File: config.mk
export PLATFORM = sky130hd
export DESIGN_NAME = memBackend
export DESIGN_NICKNAME = d
export VERILOG_FILES = /design/src/rtl/mipsPkg.sv /design/src/rtl/exMemIf.sv /design/src/rtl/execUnit.sv /design/src/rtl/exMemReg.sv /design/src/rtl/memWaitTimer.sv /design/src/rtl/memAccessFsm.sv /design/src/rtl/loadStoreUnit.sv /design/src/rtl/memBackend.sv
export VERILOG_INCLUDE_DIRS = /design/src /design/src/rtl
export SDC_FILE = /design/constraint.sdc
export NUM_CORES = 2
export LEC_CHECK = 0
export BUFFER_PORTS_ARGS = -buffer_cell sky130_fd_sc_hd__buf_2
export CORE_AREA = 2 2 469 355
export DETAILED_ROUTE_END_ITERATION = 8
export DIE_AREA = 0 0 471 357
export PLACE_DENSITY_LB_ADDON = 0.15
export SETUP_SLACK_MARGIN = 0.02
export SLEW_MARGIN = 0
export SYNTH_ARGS = -nofsm -noshare
export SYNTH_HDL_FRONTEND = slang
export SYNTH_SLANG_ARGS = --single-unit
File: constraint.sdc
create_clock -name clk -period 5.5 [get_ports clk]
set_input_delay 0.275 -clock clk [delete_from_list [all_inputs] [get_ports clk]]
set_output_delay 0.275 -clock clk [all_outputs]
set_load 0.005 [all_outputs]
File: src/rtl/mips_consts.svh
`ifndef MIPS_CONSTS_SVH
`define MIPS_CONSTS_SVH

// Data RAM geometry and timing
`define RAM_WORDS 64
`define MEM_WAIT 2

// ALU operation codes
`define ALU_ADD 3'd0
`define ALU_SUB 3'd1
`define ALU_AND 3'd2
`define ALU_OR 3'd3
`define ALU_XOR 3'd4
`define ALU_SLT 3'd5
`define ALU_SLL 3'd6
`define ALU_SRL 3'd7

// Access size in lsType[1:0]
`define LS_BYTE 2'd0
`define LS_HALF 2'd1
`define LS_WORD 2'd2

// MIPS Cause exception codes
`define EXC_ADEL 5'd4
`define EXC_ADES 5'd5
`define EXC_OV 5'd12

`endif

File: src/rtl/mipsPkg.sv
`include "mips_consts.svh"

package mipsPkg;

    typedef logic [31:0] word_t;
    typedef logic [4:0] regIdx_t;
    typedef logic [2:0] aluOp_t;

    // Bits 1:0 size, bit 2 unsigned load
    typedef logic [2:0] lsType_t;

    typedef logic [4:0] excCode_t;

    typedef enum logic [1:0] {
        IDLE,
        WAIT,
        DONE
    } accessState_t;

    // True when the address does not fit the access size
    function automatic logic misaligned(word_t addr, lsType_t lsType);
        logic bad;
        case (lsType[1:0])
            `LS_BYTE: bad = 1'b0;
            `LS_HALF: bad = addr[0];
            default: bad = (addr[1:0] != 2'b00);
        endcase
        return bad;
    endfunction

endpackage

File: src/rtl/exMemIf.sv
interface exMemIf
    import mipsPkg::*;
();

    logic valid;
    word_t aluOut;
    word_t rtValue;
    regIdx_t destReg;
    logic regWrite;
    logic memRead;
    logic memWrite;
    lsType_t lsType;
    logic overflow;

    modport producer (
        output valid,
        output aluOut,
        output rtValue,
        output destReg,
        output regWrite,
        output memRead,
        output memWrite,
        output lsType,
        output overflow
    );

    modport consumer (
        input valid,
        input aluOut,
        input rtValue,
        input destReg,
        input regWrite,
        input memRead,
        input memWrite,
        input lsType,
        input overflow
    );

endinterface

File: src/rtl/execUnit.sv
`include "mips_consts.svh"

module execUnit
    import mipsPkg::*;
(
    input aluOp_t aluOp,
    input word_t srcA,
    input word_t srcB,
    input word_t rtValue,
    input regIdx_t destReg,
    input logic inValid,
    input logic regWrite,
    input logic memRead,
    input logic memWrite,
    input lsType_t lsType,
    exMemIf.producer stageE
);

    word_t result;
    logic ovf;

    always_comb begin
        result = '0;
        ovf = 1'b0;
        case (aluOp)
            `ALU_ADD: begin
                result = srcA + srcB;
                // Same-sign operands, result sign flipped
                ovf = (srcA[31] == srcB[31]) && (result[31] != srcA[31]);
            end
            `ALU_SUB: begin
                result = srcA - srcB;
                ovf = (srcA[31] != srcB[31]) && (result[31] != srcA[31]);
            end
            `ALU_AND: begin
                result = srcA & srcB;
            end
            `ALU_OR: begin
                result = srcA | srcB;
            end
            `ALU_XOR: begin
                result = srcA ^ srcB;
            end
            `ALU_SLT: begin
                result = {31'b0, ($signed(srcA) < $signed(srcB))};
            end
            `ALU_SLL: begin
                result = srcA << srcB[4:0];
            end
            `ALU_SRL: begin
                result = srcA >> srcB[4:0];
            end
            default: begin
                result = '0;
            end
        endcase
    end

    // For loads and stores the result is the effective address
    assign stageE.valid = inValid;
    assign stageE.aluOut = result;
    assign stageE.rtValue = rtValue;
    assign stageE.destReg = destReg;
    assign stageE.regWrite = regWrite;
    assign stageE.memRead = memRead;
    assign stageE.memWrite = memWrite;
    assign stageE.lsType = lsType;

    // Address arithmetic never traps
    assign stageE.overflow = ovf && !(memRead || memWrite);

endmodule

File: src/rtl/exMemReg.sv
module exMemReg (
    input logic clk,
    input logic rstN,
    input logic flushM,
    input logic stallM,
    exMemIf.consumer stageE,
    exMemIf.producer stageM
);

    logic validQ;

    always_ff @(posedge clk or negedge rstN) begin
        if (!rstN) begin
            validQ <= 1'b0;
            stageM.aluOut <= '0;
            stageM.rtValue <= '0;
            stageM.destReg <= '0;
            stageM.regWrite <= 1'b0;
            stageM.memRead <= 1'b0;
            stageM.memWrite <= 1'b0;
            stageM.lsType <= '0;
            stageM.overflow <= 1'b0;
        end else if (flushM) begin
            validQ <= 1'b0;
            stageM.aluOut <= '0;
            stageM.rtValue <= '0;
            stageM.destReg <= '0;
            stageM.regWrite <= 1'b0;
            stageM.memRead <= 1'b0;
            stageM.memWrite <= 1'b0;
            stageM.lsType <= '0;
            stageM.overflow <= 1'b0;
        end else if (!stallM) begin
            validQ <= stageE.valid;
            stageM.aluOut <= stageE.aluOut;
            stageM.rtValue <= stageE.rtValue;
            stageM.destReg <= stageE.destReg;
            stageM.regWrite <= stageE.regWrite;
            stageM.memRead <= stageE.memRead;
            stageM.memWrite <= stageE.memWrite;
            stageM.lsType <= stageE.lsType;
            stageM.overflow <= stageE.overflow;
        end
    end

    // A flush also squashes the instruction already sitting in M
    assign stageM.valid = validQ && !flushM;

    assert property (@(posedge clk) disable iff (!rstN)
        stallM && !flushM |=> $stable({validQ, stageM.aluOut, stageM.rtValue,
            stageM.destReg, stageM.regWrite, stageM.memRead, stageM.memWrite,
            stageM.lsType, stageM.overflow}))
    else $error("EX/MEM contents changed during a stall");

endmodule

File: src/rtl/memWaitTimer.sv
`include "mips_consts.svh"

module memWaitTimer (
    input logic clk,
    input logic rstN,
    input logic timerStart,
    output logic timerDone
);

    localparam int CntW = $clog2(`MEM_WAIT + 1);

    logic [CntW-1:0] count;
    logic armed;

    always_ff @(posedge clk or negedge rstN) begin
        if (!rstN) begin
            count <= '0;
            armed <= 1'b0;
        end else if (timerStart) begin
            // Zero is reached MEM_WAIT cycles after the start
            count <= CntW'(`MEM_WAIT - 1);
            armed <= 1'b1;
        end else if (armed) begin
            if (count == '0) begin
                armed <= 1'b0;
            end else begin
                count <= count - 1'b1;
            end
        end
    end

    assign timerDone = armed && (count == '0);

endmodule

File: src/rtl/memAccessFsm.sv
`include "mips_consts.svh"

module memAccessFsm
    import mipsPkg::*;
(
    input logic clk,
    input logic rstN,
    input logic flushM,
    exMemIf.consumer stageM,
    input logic timerDone,
    output logic stallM,
    output logic timerStart,
    output logic accessDone
);

    accessState_t state;
    accessState_t nextState;
    logic memOp;
    logic startAccess;

    // Misaligned ops trap in the load/store unit and never reach the RAM
    assign memOp = stageM.valid && (stageM.memRead || stageM.memWrite)
        && !misaligned(stageM.aluOut, stageM.lsType);
    assign startAccess = (state == IDLE) && memOp && !flushM;

    always_comb begin
        nextState = state;
        case (state)
            IDLE: if (startAccess) nextState = WAIT;
            WAIT: if (timerDone) nextState = DONE;
            DONE: nextState = IDLE;
            default: nextState = IDLE;
        endcase
        if (flushM) begin
            nextState = IDLE;
        end
    end

    always_ff @(posedge clk or negedge rstN) begin
        if (!rstN) begin
            state <= IDLE;
        end else begin
            state <= nextState;
        end
    end

    // Hold the op in M from the start cycle until the RAM answers
    assign stallM = startAccess || (state == WAIT);
    assign timerStart = startAccess;
    assign accessDone = (state == DONE);

    assert property (@(posedge clk) disable iff (!rstN || flushM)
        timerStart |-> ##(`MEM_WAIT + 1) (accessDone && !stallM))
    else $error("RAM access did not complete after the wait");

endmodule

File: src/rtl/loadStoreUnit.sv
`include "mips_consts.svh"

module loadStoreUnit
    import mipsPkg::*;
(
    input logic clk,
    input logic rstN,
    exMemIf.consumer stageM,
    input logic accessDone,
    output logic wbValid,
    output regIdx_t wbReg,
    output word_t wbData,
    output logic excValid,
    output excCode_t excCode,
    output word_t badVAddr
);

    localparam int IdxW = $clog2(`RAM_WORDS);

    word_t ram [`RAM_WORDS];

    logic [IdxW-1:0] wordIdx;
    logic [1:0] byteOff;
    word_t ramWord;
    word_t storeWord;
    word_t loadData;
    logic [7:0] loadByte;
    logic [15:0] loadHalf;
    logic isMem;
    logic badAddr;
    logic aluWb;
    logic loadWb;
    logic doStore;
    logic excHit;

    assign wordIdx = stageM.aluOut[IdxW+1:2];
    assign byteOff = stageM.aluOut[1:0];
    assign ramWord = ram[wordIdx];

    assign isMem = stageM.memRead || stageM.memWrite;
    assign badAddr = misaligned(stageM.aluOut, stageM.lsType);

    // Little-endian lane selection
    assign loadByte = ramWord[{byteOff, 3'b000} +: 8];
    assign loadHalf = ramWord[{byteOff[1], 4'b0000} +: 16];

    always_comb begin
        storeWord = ramWord;
        case (stageM.lsType[1:0])
            `LS_BYTE: storeWord[{byteOff, 3'b000} +: 8] = stageM.rtValue[7:0];
            `LS_HALF: storeWord[{byteOff[1], 4'b0000} +: 16] = stageM.rtValue[15:0];
            default: storeWord = stageM.rtValue;
        endcase
    end

    always_comb begin
        case (stageM.lsType[1:0])
            `LS_BYTE: loadData = {{24{!stageM.lsType[2] && loadByte[7]}}, loadByte};
            `LS_HALF: loadData = {{16{!stageM.lsType[2] && loadHalf[15]}}, loadHalf};
            default: loadData = ramWord;
        endcase
    end

    assign aluWb = stageM.valid && !isMem && !stageM.overflow && stageM.regWrite;
    assign loadWb = accessDone && stageM.valid && stageM.memRead && stageM.regWrite;
    assign doStore = accessDone && stageM.valid && stageM.memWrite;
    assign excHit = stageM.valid && (stageM.overflow || (isMem && badAddr));

    always_ff @(posedge clk) begin
        if (doStore) begin
            ram[wordIdx] <= storeWord;
        end
    end

    always_ff @(posedge clk or negedge rstN) begin
        if (!rstN) begin
            wbValid <= 1'b0;
            excValid <= 1'b0;
        end else begin
            wbValid <= aluWb || loadWb;
            excValid <= excHit;
        end
    end

    always_ff @(posedge clk) begin
        if (aluWb || loadWb) begin
            wbReg <= stageM.destReg;
            wbData <= loadWb ? loadData : stageM.aluOut;
        end
        if (excHit) begin
            if (stageM.overflow) begin
                excCode <= `EXC_OV;
                badVAddr <= '0;
            end else begin
                excCode <= stageM.memWrite ? `EXC_ADES : `EXC_ADEL;
                badVAddr <= stageM.aluOut;
            end
        end
    end

    assert property (@(posedge clk) disable iff (!rstN)
        stageM.valid |-> !(stageM.memRead && stageM.memWrite))
    else $error("Bundle is both a load and a store");

endmodule

File: src/rtl/memBackend.sv
module memBackend
    import mipsPkg::*;
(
    input logic clk,
    input logic rstN,
    input logic inValid,
    input logic flushM,
    input aluOp_t aluOp,
    input word_t srcA,
    input word_t srcB,
    input word_t rtValue,
    input regIdx_t destReg,
    input logic regWrite,
    input logic memRead,
    input logic memWrite,
    input lsType_t lsType,
    output logic busy,
    output logic wbValid,
    output regIdx_t wbReg,
    output word_t wbData,
    output logic excValid,
    output excCode_t excCode,
    output word_t badVAddr
);

    exMemIf stageE ();
    exMemIf stageM ();

    logic stallM;
    logic timerStart;
    logic timerDone;
    logic accessDone;

    assign busy = stallM;

    execUnit uExec (
        .aluOp(aluOp),
        .srcA(srcA),
        .srcB(srcB),
        .rtValue(rtValue),
        .destReg(destReg),
        .inValid(inValid),
        .regWrite(regWrite),
        .memRead(memRead),
        .memWrite(memWrite),
        .lsType(lsType),
        .stageE(stageE.producer)
    );

    exMemReg uExMem (
        .clk(clk),
        .rstN(rstN),
        .flushM(flushM),
        .stallM(stallM),
        .stageE(stageE.consumer),
        .stageM(stageM.producer)
    );

    memAccessFsm uFsm (
        .clk(clk),
        .rstN(rstN),
        .flushM(flushM),
        .stageM(stageM.consumer),
        .timerDone(timerDone),
        .stallM(stallM),
        .timerStart(timerStart),
        .accessDone(accessDone)
    );

    memWaitTimer uTimer (
        .clk(clk),
        .rstN(rstN),
        .timerStart(timerStart),
        .timerDone(timerDone)
    );

    loadStoreUnit uLsu (
        .clk(clk),
        .rstN(rstN),
        .stageM(stageM.consumer),
        .accessDone(accessDone),
        .wbValid(wbValid),
        .wbReg(wbReg),
        .wbData(wbData),
        .excValid(excValid),
        .excCode(excCode),
        .badVAddr(badVAddr)
    );

endmodule

**After elaboration in Yosys (flattened, before gate mapping)**

Memories as Yosys holds them, arrays and structs flattened.
Index checks and enable logic that the tools add are counted.

- Flip-flop bits (word level): 158
- Memory bits (writable): 2048
- Input bits: 114
- Output and inout bits: 77
- Word-level logic and storage cells: 132
- Memories: 1

Memories:

| memory | words | bits a word | rd ports | clocked after memory_dff | wr ports | RTL line | text |
|---|---|---|---|---|---|---|---|
| uLsu.ram | 64 | 32 | 1 | 0 | 1 | loadStoreUnit.sv:20 | `` word_t ram [`RAM_WORDS]; `` |

- Add/sub/neg operators: 5
- Magnitude comparators: 1
- Equality and inequality tests: 18
- Shifts and indexed selects: 8
- Muxes and demuxes: 39
- Bitwise operators: 3
- Reductions and logical operators: 39

Operators with widths:

| kind | count |
|---|---|
| $pmux W32 S8 | 1 |
| $mux W32 | 5 |
| $pmux W32 S2 | 2 |
| $bwmux W32 | 2 |
| $add A32 B32 Y32 | 1 |
| $and A32 B32 Y32 | 1 |
| $lt A32 B32 Y1 | 1 |
| $or A32 B32 Y32 | 1 |
| $shift A16 B7 Y32 const A | 1 |
| $shift A8 B7 Y32 const A | 1 |
| $shiftx A16 B7 Y32 | 1 |
| $shiftx A32 B6 Y16 | 1 |
| $shiftx A32 B6 Y8 | 1 |
| $shiftx A8 B7 Y32 | 1 |
| $shl A32 B5 Y32 | 1 |
| $shr A32 B5 Y32 | 1 |
| $sub A32 B32 Y32 | 1 |
| $xor A32 B32 Y32 | 1 |
| $logic_and A1 B1 Y1 | 20 |
| $mux W1 | 16 |
| $neg A5 Y7 | 2 |
| $eq A3 B3 Y1 const B | 4 |
| $mux W2 | 6 |
| $mux W5 | 2 |
| 19 further kinds | 39 |

**Longest topological paths before layout**

- Depth after elaboration: 9
- Depth in mapped cells: 17
- Gate-level depth less buffers: 14

**Cells and area by module**

A second synthesis with hierarchy kept.

- Cells, all modules: 6204
- Area total of the unflattened synthesis: 94247.9 sq um

By module, submodules not included:

| module | instances | cells an instance | area each (sq um) | seq. area each (sq um) |
|---|---|---|---|---|
| loadStoreUnit | 1 | 4626 | 82524.1 | 63681.1 |
| execUnit | 1 | 1301 | 8308.0 | 0.0 |
| exMemReg | 1 | 250 | 3144.3 | 1926.8 |
| memWaitTimer | 1 | 14 | 153.9 | 75.1 |
| memAccessFsm | 1 | 13 | 117.6 | 50.0 |

**Least setup slack after synthesis**

No wires, ideal clock.

- Path type: register to register
- Start point: register uExMem.stageM.aluOut[2]
- End point: memory uLsu.ram[0][6] (netlist bit) (data pin)
- Setup time: 0.702 ns
- Data arrival time: 5.167 ns
- Data required time: 4.798 ns
- Setup slack: -0.369 ns
- Stages on the path, launching flop included: 14
- Buffers on the path: 6
- Clock period less this slack: 5.869 ns
- Cells stage by stage: dfrtp_1 buf_6 buf_6 nor3b_2 buf_2 buf_1 clkbuf_1 buf_1 a22oi_1 a31oi_1 nor4_1 nand3_1 a22oi_1 o21ai_0

- Cells in the longest elaborated chain, start to end: 3
- Elaborated cells on any way between the ends: 4
- Classes of those cells: 3 x mux; 1 x memory

Ends and longest elaborated chain:

| element | RTL line | text |
|---|---|---|
| from (decl) | exMemIf.sv:17 | `output aluOut,` |
| $mem_v2 Z64 W32 (*) | -- |  |
| $bwmux W32 (on tied branches) | loadStoreUnit.sv:51, loadStoreUnit.sv:50 |  |
| $pmux W32 S2 (*) | loadStoreUnit.sv:49 | `case (stageM.lsType[1:0])` |
| named net uLsu.storeWord[6] | loadStoreUnit.sv:25 | `word_t storeWord;` |
| to (decl) | loadStoreUnit.sv:20 |  |

Mark *: on every way through the listed nets, which the timed path passes. The rest lies on a longest branch.

**Worst setup path after layout**

- Start point: register uExMem.stageM.aluOut[4]
- End point: memory uLsu.ram[35][19] (netlist bit) (data pin)

The elaborated chain is that of the path after synthesis.

==> results.toml <==
[run_status]
status = "finished, violations left"
failed_checks = "setup timing"

[synth]
synth_warnings = 0
synth_edf_count = 2119
ys.flop_type = "edfxtp_1"
avgSynthCellArea_um2 = 15.4
syn-instance-count = 5895
synth_seq_cells = 2203
yosysSeqAreaShare_pct = 72.3
yosys.area.top_type_share_pct = 70.0
yosysUniqueCellTypes = 88
synthArstFlopShare_pct = 3.81
synth_area_um2 = 90900
synth_area_leaders = "edfxtp_1 70%, a22oi_1 3.9%, a221oi_1 2.4%"
synth_area_leader_cell = "edfxtp_1"

[die]
die_width_um = 471
ioPinCount = 191
initial_core_util_pct = 55.6
num_rows = 129
coreArea_um2 = 164000
die-area_um2 = 168000
die_y_um = 357

[sta]
holdWs_ps = 64.7
fin_skew_ps = 48.5
max_freq_mhz = 178
rsz0062_at_grt = "false"
fin_crit_sh_pct = 102
setup_ws_ps = -108
min_period_ps = 5610
worst_pin_slew_ps = 1370
slew_violations = 0
hold_viol_final = 0
finalSetupViolations = 64
max-slew-margin-rel_pct = 7.71

[hold_path]
hp-class = "input pin to asynchronous set/reset pin"

[detailed_routing]
route.met3.wl_mm = 56.9
finalWirelength_mm = 343
route.detailed.drc = 0
via_count = 63200
via_per_inst = 7.28
wl_met1_mm = 130
ant_nets = 0
drtPass1Iterations = 6
met2_length_mm = 141
drt-initial-drc-count = 12200
wl_per_cell_um = 39.5
highest_layer = "met5"

[global_route]
grt_pass1_wl_mm = 469
overflow = 0
antenna_found_initial = 21
grt_max_degree = 89
first_global_vias = 57700
grt_usage_pct = 40.2

[clocking]
cts_setup_buffers = 0
h-tree-depth = 4
post_cts_resized = 0
ctsHoldBuffers = 47
cts_root_buf = "clkbuf_16"
cts_tree = "yes"
clk_pin_slew_ps = 70
clkLatencyLatePin_ps = 870
cts_buffer_depth = 3
clock-sinks = 2203
cts-buffers-inserted = 199

[place]
post-dp-hpwl_mm = 223
gp_congestion = 1.03
io_buffers = 187

[final_layout]
final_net_count = 6564
final_util_pct = 64.1
nFillCells = 11600
area_growth_syn_to_layout_pct = 15.3
multi_input_area_um2 = 23900
regArea_um2 = 65700
drive_gt1_share_pct = 18.1
final_common_cell = "edfxtp_1"
final_cell_mix = "2119 x edfxtp_1, 472 x a22oi_1, 337 x buf_4"

[setup_path]
crit_type = "flip-flop to flip-flop"
worstPathMaxFanout = 64
reg2reg_to = "uLsu.ram[35][19]"
r2r.worst_path.cells = 10
startpoint_type = "flip-flop"
cp_data_required_time_ps = 6110
cp-end-kind = "flip-flop"
r2r_slack_ps = -110
regToRegStartpoint = "uExMem.stageM.aluOut[4]"
arrival_ps = 6220

[pwr]
power_density_nw_per_um2 = 393
power_mw = 41.2
vdd_drop_max_mv = 0.347
p_leak_nw = 34.7

[flow_run]
drv_cap = 0
[layout make-up]
class / instances / share of cell area [%]
well taps: 2161 / 2.58
repair buffers: 653 / 5.34
multi-input cells: 3155 / 22.8
flip-flops and latches: 2203 / 62.7
inverters: 132 / 0.474
clock inverters: 104 / 1.01
diodes: 10 / 0.0239
clock buffers: 259 / 5.04
[layer usage]
metal	up-vias	GRT usage (%)
met5	-	0
met4	18	15.5
met3	765	14.5
met2	5678	54.9
met1	31900	58.9
li1	24900	-
[synth_stat cells (19+ instances only)]
master    count
edfxtp_1   2119
a22oi_1     472
nor2_1      308
a21oi_1     266
a221oi_1    247
nand2_1     235
o21ai_0     209
clkbuf_1    189
mux2i_1     181
a22o_1      144
inv_1       122
a31oi_1     117
buf_2       117
ha_1        104
mux2_2       92
dfrtp_1      84
buf_1        64
o22ai_1      62
mux4_2       48
xnor2_1      45
nand3_1      39
nand4_1      36
nor3_1       36
nor2b_1      34
a221o_1      29
nor4_1       29
o221ai_1     29
a211oi_1     28
nand2b_1     28
a21o_1       24
a41oi_1      24
o21ai_1      21
a222oi_1     19
[kinds of logic after synthesis]
| kind of cell | share of synthesized area [%] |
|---|---|
| AO/OA/AOI/OAI | 14.5 |
| XOR/XNOR | 0.482 |
| adder cells (fa/ha/maj) | 1.47 |
| buffers and inverters | 2.60 |
| flip-flops | 72.3 |
| multiplexers | 4.41 |
| other | 0.00826 |
| AND/OR/NAND/NOR | 4.24 |
[critical path, stage by stage (launching register included)]
cell and delay (ps):
dfrtp_4 800, nor3b_4 860, buf_12 300, buf_4 500, a221oi_1 230, o22ai_1 840
nor3_1 360, nand2_1 530, a22oi_1 220, o21ai_4 210, buf_12 310
[sequential cells by signal, summed over array words and instances (netlist names)]
signal,flops
uExMem.stageM.regWrite,1
uFsm.state,2
uExMem.validQ,1
uExMem.stageM.memRead,1
uLsu.wbData,32
uLsu.wbValid,1
uExMem.stageM.destReg,5
uExMem.stageM.overflow,1
uExMem.stageM.rtValue,32
uLsu.wbReg,5
uExMem.stageM.aluOut,32
uExMem.stageM.memWrite,1
uTimer.count,2
uLsu.excValid,1
uLsu.excCode,2
uLsu.badVAddr,32
uTimer.armed,1
uLsu.ram,2048
uExMem.stageM.lsType,3
[per-stage QoR]
stage          TNS (ps)  setup slack (ps)  cells  area (um2)
4_1_cts               0               368   8667      105000
5_1_grt               0               103   8668      105000
6_report          -3960              -108   8677      105000
2_1_floorplan         0               396   5896       91000
3_3_place_gp       -730             -22.0   8256       98000
3_5_place_dp          0               393   8257       98000
[worst max-delay path by stage]
stage | from | end | slack (ps) | depth (start not counted)
finish | uExMem.stageM.aluOut[4] | uLsu.ram[35][19] | -110 | 10
global route | uExMem.stageM.aluOut[2] | uLsu.ram[31][29] | 100 | 11
CTS | uExMem.stageM.aluOut[2] | uLsu.ram[5][21] | 370 | 10
detailed placement | uExMem.stageM.aluOut[2] | uLsu.ram[60][21] | 390 | 10
global placement | uExMem.stageM.aluOut[2] | uLsu.ram[33][22] | -20 | 11
floorplan | uExMem.stageM.aluOut[2] | uLsu.ram[0][1] | 400 | 15
[where the power goes]
group	switching, mW	total [mW]	internal, mW
sequential	0.161	20.0	19.8
clock	6.27	13.7	7.47
combinational	5.50	7.52	2.02
total	11.9	41.2	29.3
(Power assumes the default switching activity.)
